## config.mk

```make
export PLATFORM = sky130hd
export DESIGN_NAME = wbSlave
export DESIGN_NICKNAME = d
export VERILOG_FILES = /design/src/source/mlpPkg.sv /design/src/source/wbSlave.sv
export SDC_FILE = /design/constraint.sdc
export NUM_CORES = 1
export LEC_CHECK = 0
export BUFFER_PORTS_ARGS = -buffer_cell sky130_fd_sc_hd__buf_4
export CAP_MARGIN = 20
export CORE_MARGIN = 2
export CORE_UTILIZATION = 30
export CTS_CLUSTER_SIZE = 28
export DETAILED_ROUTE_END_ITERATION = 10
export PLACE_DENSITY_LB_ADDON = 0.15
export SKIP_CTS_REPAIR_TIMING = 1
export SLEW_MARGIN = 0
export SYNTH_ARGS = -nofsm -noshare
export SYNTH_HDL_FRONTEND = slang
export SYNTH_SLANG_ARGS = --single-unit
```

## constraint.sdc

```tcl
create_clock -name clk -period 2.2 [get_ports clk]
set_input_delay 0.11 -clock clk [delete_from_list [all_inputs] [get_ports clk]]
set_output_delay 0.11 -clock clk [all_outputs]
set_load 0.1 [all_outputs]
```

## src/source/mlpPkg.sv

```systemverilog
`default_nettype none

package mlpPkg;

	localparam int wordWidth = 32;
	localparam int fracBits = 13;

	localparam int numInputs = 8;
	localparam int numHidden = 4;
	localparam int numOutputs = 2;

	// one row of eight weights per hidden neuron.
	localparam logic [0:numHidden*numInputs-1][wordWidth-1:0] hiddenWeights = '{
		2841, -1377, 4102, 655, -2290, 3318, 1024, -518,
		-3901, 2207, 1563, -844, 5012, -1739, 296, 1880,
		1445, 3670, -2512, 2093, -612, 788, -4315, 2954,
		612, -925, 3381, 4470, 1208, -2671, 3099, -1450
	};

	localparam logic [0:numHidden-1][wordWidth-1:0] hiddenBias = '{
		-412, 730, -1085, 268
	};

	localparam logic [0:numOutputs*numHidden-1][wordWidth-1:0] outputWeights = '{
		4411, -2380, 3125, 1707,
		-1650, 3892, 2218, -3034
	};

	localparam logic [0:numOutputs-1][wordWidth-1:0] outputBias = '{
		515, -287
	};

	// word addresses on the bus.
	localparam int adrWidth = 4;
	localparam logic [adrWidth-1:0] regInput0 = 4'd0;
	localparam logic [adrWidth-1:0] regLaunch = 4'd8;
	localparam logic [adrWidth-1:0] regDoneCount = 4'd9;
	localparam logic [adrWidth-1:0] regResult0 = 4'd10;

endpackage

`default_nettype wire

```

## src/source/wbSlave.sv

```systemverilog
`timescale 1ns/1ns
`default_nettype none

module wbSlave
	import mlpPkg::*;
#(
	parameter int numInputs = mlpPkg::numInputs,
	parameter int numOutputs = mlpPkg::numOutputs
)(
	input wire clk,
	input wire reset,
	input wire cyc,
	input wire stb,
	input wire we,
	input wire [adrWidth-1:0] adr,
	input wire [wordWidth-1:0] datWr,
	output logic [wordWidth-1:0] datRd,
	output logic ack,
	output logic launchValid,
	output logic [numInputs-1:0][wordWidth-1:0] launchVector,
	input wire resultValid,
	input wire [numOutputs-1:0][wordWidth-1:0] resultVector
);

	logic [numInputs-1:0][wordWidth-1:0] inputRegs;
	logic [numOutputs-1:0][wordWidth-1:0] resultRegs;
	logic [wordWidth-1:0] doneCount;
	logic [wordWidth-1:0] readData;
	logic request;

	// new cycle seen, not yet answered.
	assign request = cyc && stb && !ack;

	always_comb
	begin
		readData = '0;
		for (int i = 0; i < numInputs; i++)
		begin
			if (adr == adrWidth'(regInput0 + i))
				readData = inputRegs[i];
		end
		for (int i = 0; i < numOutputs; i++)
		begin
			if (adr == adrWidth'(regResult0 + i))
				readData = resultRegs[i];
		end
		if (adr == regDoneCount)
			readData = doneCount;
	end

	always_ff @(posedge clk)
	begin
		if (reset)
		begin
			ack <= 1'b0;
			datRd <= '0;
			launchValid <= 1'b0;
			inputRegs <= '0;
			resultRegs <= '0;
			doneCount <= '0;
		end
		else
		begin
			ack <= request;
			datRd <= (request && !we) ? readData : '0;
			launchValid <= request && we && adr == regLaunch;
			if (request && we)
			begin
				for (int i = 0; i < numInputs; i++)
				begin
					if (adr == adrWidth'(regInput0 + i))
						inputRegs[i] <= datWr;
				end
			end
			// only the latest result is kept.
			if (resultValid)
			begin
				resultRegs <= resultVector;
				doneCount <= doneCount + 1'b1;
			end
		end
	end

	assign launchVector = inputRegs;

	ackFollowsRequest: assert property (@(posedge clk) disable iff (reset)
		ack |-> $past(cyc && stb))
		else $error("ack without a bus request");

	ackSingleCycle: assert property (@(posedge clk) disable iff (reset)
		ack |=> !ack)
		else $error("ack held for two cycles");

endmodule

`default_nettype wire

```

==> metrics.txt, run 1 <==
ratio of cells with drive above 1 in the final layout=0.247; Final Util=0.424; drt drc=0; Max-slew headroom=0.520; Flop pwr share=0.429; Routed Antenna Nets=0; placer congestion estimate=0.897; Ys Warns=0; cells after synthesis=2,116; Buffers on Ports=395; Min-Delay Path Depth=3; Worst Clk Skew=0.0200 ns; CTS max path bufs=3; Clock H-tree levels=2; register area share after synthesis=0.459; clock-pin slew on the worst setup and hold paths=0.06 ns; pwr/cell area=711 nW/um^2; largest cells by area after synthesis=dfxtp_1 (46%), nand2_1 (12%), a21oi_1 (8.8%); RR Startpoint=doneCount[1]$_SDFFE_PP0P_; largest net degree at the start of global routing=130; I/O pins=396; total core area=55,300 sq um; WL/cell=22.3 microns; synthesis-to-layout area growth=39.4%; Slew Viols, Final=0; FF-to-FF path depth=5; CP Cell Sequence=ha_1 -> nand4_2 -> or4_4 -> or3_1 -> a21oi_1; final hold viol count=1; placed cells=3,142; Pint=12.4 mW; WP buf/inv=0; DR pass1 iterations=6; CTS tree=done; syn_area_per_cell=7.96 sq um; Iter 0 DRT Violations=1,555; main flop type after synthesis=dfxtp_1; ys async rst share=0; CTS Buf Count=47; CP required=2.71 ns; commonest non-fill, non-tap cell in the layout=nand2_1; vias per inst=5.05; worst setup path endpoint=doneCount[14]$_SDFFE_PP0P_; Worst setup EP type=flop; Overall Global Routing Usage=0.244; final setup vio count=0; crit-path max cell delay=0.67 ns; critical path class=reg -> reg; total grt overflow=0; post-synthesis cell type count=51; hold crit path type=in -> reg; terminus of the critical flop-to-flop path=doneCount[14]$_SDFFE_PP0P_; Fmax=499 MHz; Tcrit/Tclk final=0.911; root buffer cell=clkbuf_16; Tmin final=2.00 ns; Hold Slack=-0.00190 ns; FF-to-FF setup slack=0.20 ns; Worst EP arrival=2.51 ns; vias in the first global route=15,600; DIE HEIGHT=241 microns; Critical Path Stages=5; first-pass GRT wire length=105,000 microns; Clock Latency Late Sink=0.59 ns; failing checks=hold timing; Final Total Pwr=16.7 mW; routed vias=16,800; post-synth net total=2,223; Worst setup SP type=flop; slew at the pin with the worst max-slew slack=0.720 ns; crit path max-delay cell type=or4_4; top-area cell type share of the netlist area=0.459; row count=86; start point of the critical path=doneCount[1]$_SDFFE_PP0P_; switching power=4.25 mW; Fillers=5,612; Final Non-Filler Cells=3,329; final wirelength=74,100 microns; number of antenna violations at the first check in global routing=2; status=finished with violations; Top delay family on crit path=simple AND/OR/NAND/NOR gates; die area=58,000 sq um; number of clock sinks=386; mapped cell area=16,800 sq um; Post-synth EDFFs=0; RSZ-0062 raised after global routing=no; commonest non-fill, non-tap cells in the layout=nand2_1 (545), buf_4 (447), dfxtp_1 (386); Chip Width=241 microns; Leak Pwr=9.15 nW; final net count=2,650; Comb power frac=0.096; Yosys top cell by area=dfxtp_1; Clock power frac=0.475; placed wire-length estimate=52,200 microns; Synth Register Bits=386; peak supply drop=507 uV; switching share of power=0.254; Initial Util=0.304; CP Max Fanout=11; Max-Cap Viols=0
## synthesized netlist by cell type, types with 3 or more instances
master	n
nand2_1	547
dfxtp_1	386
a21oi_1	295
clkbuf_1	120
nor2_1	117
nor3_1	101
mux2i_1	99
o21ai_0	67
buf_2	58
nor2b_1	54
mux2_2	52
o22ai_1	49
xnor2_1	23
o211ai_1	22
buf_1	16
inv_1	11
nand2b_1	9
nand3_1	9
nor3_2	7
a31oi_1	6
mux4_2	6
xor2_1	6
a221oi_1	4
a22oi_1	4
nand4_1	4
o311ai_0	4
or3_1	4
and4_1	3
nand4_2	3
o31ai_1	3
## worst reg2reg max path, stage by stage (launching register included)
cell and delay [ns]:
dfxtp_1 0.38, ha_1 0.20, nand4_2 0.16, or4_4 0.67, or3_1 0.38, a21oi_1 0.14
## flip-flops by register name, summed over array words and instances, names as in the netlist
register / flops
launchVector: 256
resultRegs: 64
doneCount: 32
launchValid: 1
datRd: 32
ack: 1
## power groups by stage
stage          combinational [mW]  clock [mW]  sequential [mW]
3_3_place_gp                 1.43           0             7.31
5_1_grt                      1.70        8.37             7.17
2_1_floorplan               0.685           0             7.46
4_1_cts                      1.44        8.09             7.16
6_report                     1.60        7.93             7.16
3_5_place_dp                 1.44           0             7.31
## area by class of cell
| class | instances | area [sq um] | area share |
|---|---|---|---|
| sequential | 386 | 7730 | 0.329 |
| inverter | 11 | 41.3 | 0.00176 |
| clock inverter | 21 | 254 | 0.0108 |
| timing repair buffer | 575 | 4890 | 0.209 |
| clock buffer | 65 | 1300 | 0.0555 |
| multi-input combinational | 1522 | 8310 | 0.354 |
| tap | 748 | 936 | 0.0399 |
| antenna | 1 | 2.50 | 0.000107 |
## worst min-delay path by stage
stage,startpoint,endpoint,slack [ns]
2_1_floorplan,resultVector[60],resultRegs[60]$_SDFFE_PP0P_,0.26
3_3_place_gp,resultVector[19],resultRegs[19]$_SDFFE_PP0P_,0.35
3_5_place_dp,resultVector[10],resultRegs[10]$_SDFFE_PP0P_,0.35
4_1_cts,resultVector[51],resultRegs[51]$_SDFFE_PP0P_,-0.26
5_1_grt,adr[2],datRd[31]$_SDFF_PP0_,0.009
6_report,adr[2],datRd[31]$_SDFF_PP0_,-0.002
## kinds of logic (layout without fill, tap and decap cells)
family	count (synthesis)	in the layout	share of synthesized area
flops	386	386	0.459
buf+inv	208	672	0.0513
xor+xnor	29	29	0.0151
mux	157	157	0.102
fa+ha+maj	1	1	0.000743
simple gates	869	869	0.221
other cells	0	1	0
compound gates	466	466	0.152
## stage by stage
step                setup TNS, ns  cell area [sq um]  worst slack [ns]
global route                    0              23500            0.0199
finish                          0              23500             0.196
global placement         -0.00315              20900          -0.00315
CTS                             0              22500             0.197
detailed placement        -0.0112              20900           -0.0112
floorplan                       0              16800            0.0717
## routing by layer
| metal | GRT usage | wire (microns) | part of all wire | up-vias |
|---|---|---|---|---|
| met5 | 0 | 0 | 0 | - |
| met4 | 0.0630 | 1690 | 0.023 | 0 |
| met3 | 0.0684 | 6700 | 0.090 | 92 |
| met2 | 0.377 | 33300 | 0.45 | 704 |
| met1 | 0.333 | 32400 | 0.44 | 8010 |
| li1 | - | - | - | 8017 |
No activity file was read; power rests on OpenSTA's default activity.
==> run 2, diff against run 1 <==
--- a/config.mk
+++ b/config.mk
@@ -7,6 +7,8 @@
 export LEC_CHECK = 0
 export BUFFER_PORTS_ARGS = -buffer_cell sky130_fd_sc_hd__buf_4
 export CAP_MARGIN = 20
+export CELL_PAD_IN_SITES_DETAIL_PLACEMENT = 0
+export CELL_PAD_IN_SITES_GLOBAL_PLACEMENT = 1
 export CORE_MARGIN = 2
 export CORE_UTILIZATION = 30
 export CTS_CLUSTER_SIZE = 28
==> constraint.sdc (replaced) <==
create_clock -name clk -period 2.02 [get_ports clk]
set_input_delay 0.101 -clock clk [delete_from_list [all_inputs] [get_ports clk]]
set_output_delay 0.101 -clock clk [all_outputs]
set_load 0.1 [all_outputs]
==> run 2 against run 1 <==
Compared with the run above: largest cell class unchanged; register-to-register slack worse by 0.08 ns; highest routed layer unchanged; clock power up 8.4%; clock skew decreased by 0.0053 ns; count of clock-buffer cells in the layout increased by 6; combinational power grew 12%; the flow still finishes with violations (hold timing); first-iteration DRC count fell by 17%; wire length increased by 1.7%; critical endpoint unchanged.
==> metrics.txt, run 2 (synthesis results as in run 1) <==
Worst EP arrival=2.41 ns (-0.10 ns); RR Startpoint=doneCount[0]$_SDFFE_PP0P_; Min-Delay Path Depth=3 (unchanged); max FFs per register=256 (unchanged); Tmin final=1.91 ns (-0.0971 ns); Hold Slack=-0.00947 ns (-0.00758 ns); setup_tns=0 ns (unchanged); design area=23,800 sq um (+1.3%); final wirelength=75,400 microns (+1.7%); Clock H-tree levels=2 (unchanged); DR pass1 iterations=7 (+1); Slew Viols, Final=0 (unchanged); final net count=2,690 (+1.5%); root buffer cell=clkbuf_16; crit path max-delay cell type=or4_4; clock-pin slew on the worst setup and hold paths=0.06 ns (about the same); drt drc=0 (unchanged); worst setup path endpoint=doneCount[14]$_SDFFE_PP0P_; Overall Global Routing Usage=0.249 (+0.00557); total core area=55,300 sq um (unchanged); final hold viol count=2 (+1); Initial Util=0.304 (unchanged); CP Cell Sequence=ha_1 -> nand4_2 -> or4_4 -> or3_1 -> a21oi_1; CTS tree=done; first-pass GRT wire length=107,000 microns (+1.7%); Worst setup EP type=flop; start point of the critical path=doneCount[0]$_SDFFE_PP0P_; DP Area=21,200 sq um (+1.2%); Clock Latency Late Sink=0.58 ns (about the same); peak supply drop=578 uV (+14%); crit-path max cell delay=0.65 ns (-0.02 ns); vias in the first global route=15,600 (-0.10%); Fillers=5,640 (+0.50%); failing checks=hold timing; Leak Pwr=9.32 nW (+1.9%); RSZ-0062 raised after global routing=no; status=finished with violations; commonest non-fill, non-tap cell in the layout=nand2_1; Chip Width=241 microns (unchanged); placed cells=3,176 (+1.1%); CP required=2.52 ns (-0.19 ns); Worst setup SP type=flop; vias per inst=5.01 (-0.93%); Worst Clk Skew=0.0147 ns (-0.00527 ns); number of clock sinks=386 (unchanged); commonest non-fill, non-tap cells in the layout=nand2_1 (545), buf_4 (482), dfxtp_1 (385); routed vias=16,800 (+0.14%); Tcrit/Tclk final=0.944 (+0.0331); CTS Buf Count=46 (-2.1%); FF-to-FF path depth=5 (unchanged); number of antenna violations at the first check in global routing=0 (-2); DIE HEIGHT=241 microns (unchanged); placer congestion estimate=0.865 (-3.5%); final setup vio count=0 (unchanged); placed wire-length estimate=53,900 microns (+3.4%); CTS max path bufs=3 (unchanged); Top delay family on crit path=simple AND/OR/NAND/NOR gates; Max-slew headroom=0.507 (-0.0133); CP Max Fanout=11 (unchanged); Routed Antenna Nets=0 (unchanged); WL/cell=22.4 microns (+0.64%); I/O pins=396 (unchanged); Max-Cap Viols=0 (unchanged); synthesis-to-layout area growth=41.3%; Final Total Pwr=18.2 mW (+9.0%); slew at the pin with the worst max-slew slack=0.740 ns (+0.0200 ns); Fmax=524 MHz (+5.1%); largest net degree at the start of global routing=141 (+8.5%); FF-to-FF setup slack=0.11 ns (-0.08 ns); die area=58,000 sq um (unchanged); WP buf/inv=0 (unchanged); Final Non-Filler Cells=3,365 (+1.1%); terminus of the critical flop-to-flop path=doneCount[14]$_SDFFE_PP0P_; Buffers on Ports=395 (unchanged); ratio of cells with drive above 1 in the final layout=0.255 (+0.00808); row count=86 (unchanged); pwr/cell area=765 nW/um^2 (+7.6%); total grt overflow=0 (unchanged); critical path class=reg -> reg; Critical Path Stages=5 (unchanged); Iter 0 DRT Violations=1,283 (-17%); hold crit path type=in -> reg
-- run 2: area by class of cell --
cell class	instances	area, sq um	share of cell area
antenna	1	2.50	0.000105
multi-input combinational	1522	8320	0.350
clock buffer	71	1400	0.0588
clock inverter	10	150	0.00631
timing repair buffer	616	5210	0.219
tap	748	936	0.0394
inverter	11	41.3	0.00174
sequential	386	7730	0.325
-- run 2: worst min path at each step --
stage | endpoint | from | slack (ns)
2_1_floorplan | resultRegs[60]$_SDFFE_PP0P_ | resultVector[60] | 0.25
3_3_place_gp | resultRegs[56]$_SDFFE_PP0P_ | resultVector[56] | 0.34
3_5_place_dp | resultRegs[26]$_SDFFE_PP0P_ | resultVector[26] | 0.34
4_1_cts | resultRegs[56]$_SDFFE_PP0P_ | resultVector[56] | -0.27
5_1_grt | datRd[28]$_SDFF_PP0_ | adr[3] | 0.005
6_report | datRd[31]$_SDFF_PP0_ | adr[3] | -0.009
-- run 2: routing by layer --
metal  wire length (microns)  track usage  vias up
li1                        -            -     8095
met1                   34400        0.348     8085
met2                   33700        0.381      574
met3                    5660       0.0634       92
met4                    1620       0.0636        0
met5                       0            0        -
-- run 2: power by group --
| group | switching (mW) | internal [mW] |
|---|---|---|
| Clock | 3.36 | 5.24 |
| Combinational | 1.08 | 0.706 |
| Sequential | 0.0817 | 7.72 |
| Total | 4.52 | 13.7 |
-- run 2: metrics by stage --
step	utilization	setup slack, ns	hold WS (ns)
floorplan	-	0.119	0.248
global placement	0.382	0.0640	0.339
detailed placement	0.382	0.0242	0.341
CTS	0.411	0.0252	-0.269
global route	0.430	0.0141	0.00482
finish	0.430	0.113	-0.00947
-- run 2: worst min-delay path, cell delays in order --
cell	delay, ns
buf_4	0.18
inv_1	0.15
a31oi_1	0.09
==> run 3, diff against run 2 <==
--- a/config.mk
+++ b/config.mk
@@ -10,9 +10,10 @@
 export CELL_PAD_IN_SITES_DETAIL_PLACEMENT = 0
 export CELL_PAD_IN_SITES_GLOBAL_PLACEMENT = 1
 export CORE_MARGIN = 2
-export CORE_UTILIZATION = 30
+export CORE_UTILIZATION = 28
 export CTS_CLUSTER_SIZE = 28
 export DETAILED_ROUTE_END_ITERATION = 10
+export MAX_ROUTING_LAYER = met4
 export PLACE_DENSITY_LB_ADDON = 0.15
 export SKIP_CTS_REPAIR_TIMING = 1
 export SLEW_MARGIN = 0
==> run 3 against run 2 <==
Compared with the run above: the flow now finishes without violations; critical path depth unchanged; sequential power about the same; largest power group unchanged; combinational power about the same; global-route usage decreased by 0.50 points; first-iteration DRC count increased by 6.6%; sequential share of layout area decreased by 0.20 points; die area increased by 7.0%.
==> metrics.txt, run 3 (synthesis results as in run 1) <==
Clock Latency Late Sink=0.58 ns (about the same); Overall Global Routing Usage=0.244 (-0.00497); Leak Pwr=9.40 nW (+0.89%); Clock H-tree levels=2 (unchanged); CTS Buf Count=47 (+2.2%); peak supply drop=531 uV (-8.1%); RSZ-0062 raised after global routing=no; Slew Viols, Final=0 (unchanged); Fmax=520 MHz (-0.89%); status=finished clean; Buffers on Ports=395 (unchanged); Worst Clk Skew=0.0221 ns (+0.00735 ns); hold crit path type=in -> reg; Routed Antenna Nets=0 (unchanged); Tmin final=1.92 ns (+0.0171 ns); number of antenna violations at the first check in global routing=2 (+2); CTS tree=done; Tcrit/Tclk final=0.952 (+0.00849); largest net degree at the start of global routing=104 (-26%); DIE HEIGHT=249 microns (+3.5%); Worst setup EP type=flop; synthesis-to-layout area growth=42.2%; final net count=2,698 (+0.30%); Top delay family on crit path=simple AND/OR/NAND/NOR gates; row count=89 (+3.5%); Multi-input gate area=8330 sq um (+0.11%); first-pass GRT wire length=110,000 microns (+3.4%); number of clock sinks=386 (unchanged); CP Max Fanout=11 (unchanged); final wirelength=77,000 microns (+2.1%); clock-pin slew on the worst setup and hold paths=0.06 ns (about the same); DR pass1 iterations=8 (+1); final hold viol count=0 (-2); Fillers=6,037 (+7.0%); total grt overflow=0 (unchanged); Register Area=7730 sq um (unchanged); Final Util=0.404 (-0.0261); CTS max path bufs=3 (unchanged); final setup vio count=0 (unchanged); Worst EP arrival=2.43 ns (+0.02 ns); crit-path max cell delay=0.66 ns (about the same); slew at the pin with the worst max-slew slack=1.08 ns (+0.338 ns); Iter 0 DRT Violations=1,368 (+6.6%); Worst setup SP type=flop; placer congestion estimate=0.906 (+4.7%); die area=62,100 sq um (+7.0%); setup_tns=0 ns (unchanged); Initial Util=0.284 (-0.0202); crit path max-delay cell type=or4_4; pwr/cell area=770 nW/um^2 (+0.61%); total core area=59,200 sq um (+7.1%); WL/cell=22.6 microns (+0.98%); Max-slew headroom=0.281 (-0.226); CP Cell Sequence=ha_1 -> nand4_2 -> or4_4 -> or3_1 -> a21oi_1; Chip Width=249 microns (+3.5%); placed wire-length estimate=55,300 microns (+2.6%); ratio of cells with drive above 1 in the final layout=0.261 (+0.00627); critical path class=reg -> reg; I/O pins=396 (unchanged); root buffer cell=clkbuf_16; routed vias=16,700 (-0.67%); drt drc=0 (unchanged); commonest non-fill, non-tap cells in the layout=nand2_1 (542), buf_4 (493), dfxtp_1 (385); WP buf/inv=0 (unchanged); CP required=2.52 ns (about the same); max FFs per register=256 (unchanged); vias in the first global route=15,900 (+2.1%); commonest non-fill, non-tap cell in the layout=nand2_1; vias per inst=4.92 (-1.7%); Max-Cap Viols=0 (unchanged)
## run 3: cell count changes in the layout (fill, tap and decap cells not counted), sizes merged
| cell | before | now |
|---|---|---|
| buf | 509 | 521 |
| dlygate4sd3 | 107 | 102 |
| bufinv | 4 | 5 |
| clkbuf | 71 | 72 |
| clkinv | 6 | 7 |
| diode | 1 | 2 |
## run 3: layout make-up
type                            instances  area share
Sequential cell                       386       0.323
Antenna cell                            2    0.000209
Tap cell                              773      0.0404
Clock buffer                           72      0.0590
Clock inverter                         12     0.00790
Timing Repair Buffer                  623       0.220
Multi-Input combinational cell       1522       0.348
Inverter                               11     0.00173
## run 3: final timing paths
check	cells after the start	to	startpoint	slack [ns]
setup / recovery	5	doneCount[14]$_SDFFE_PP0P_	doneCount[0]$_SDFFE_PP0P_	0.1
hold / removal	4	launchValid$_SDFF_PP0_	cyc	0.05
setup reg to reg	5	doneCount[14]$_SDFFE_PP0P_	doneCount[0]$_SDFFE_PP0P_	0.1
hold reg to reg	2	launchVector[124]$_SDFFE_PP0P_	launchVector[124]$_SDFFE_PP0P_	0.47
## run 3: worst reg2reg max path, delay by kind of cell (launching register included)
| family | cells | cell delay (ns) |
|---|---|---|
| AO/OA/AOI/OAI | 1 | 0.14 |
| adder cells (fa/ha/maj) | 1 | 0.20 |
| flip-flops | 1 | 0.34 |
| AND/OR/NAND/NOR | 3 | 1.18 |
## run 3: routing by layer
metal	vias up	GRT usage	part of all wire
met5	-	-	0
met2	536	0.374	0.45
met3	86	0.0713	0.078
met4	0	0.0561	0.021
li1	8110	-	-
met1	8001	0.317	0.45
## run 3: report_power, final
part / switching (mW) / internal, mW
Clock: 3.40 / 5.43
Combinational: 1.08 / 0.699
Sequential: 0.0815 / 7.72
## run 3: metrics by stage
stage / hold slack (ns) / cell area, sq um / power [mW] / std cells / setup slack (ns)
4_1_cts: -0.342 / 22900 / 18.5 / 3297 / 0.0496
6_report: 0.0459 / 23900 / 18.4 / 3401 / 0.0960
5_1_grt: 0.0541 / 23900 / 19.1 / 3400 / 0.00883
3_3_place_gp: 0.293 / 21300 / 9.58 / 3213 / 0.0774
3_5_place_dp: 0.290 / 21300 / 9.58 / 3213 / 0.0531
2_1_floorplan: 0.248 / 16800 / 8.87 / 2116 / 0.119
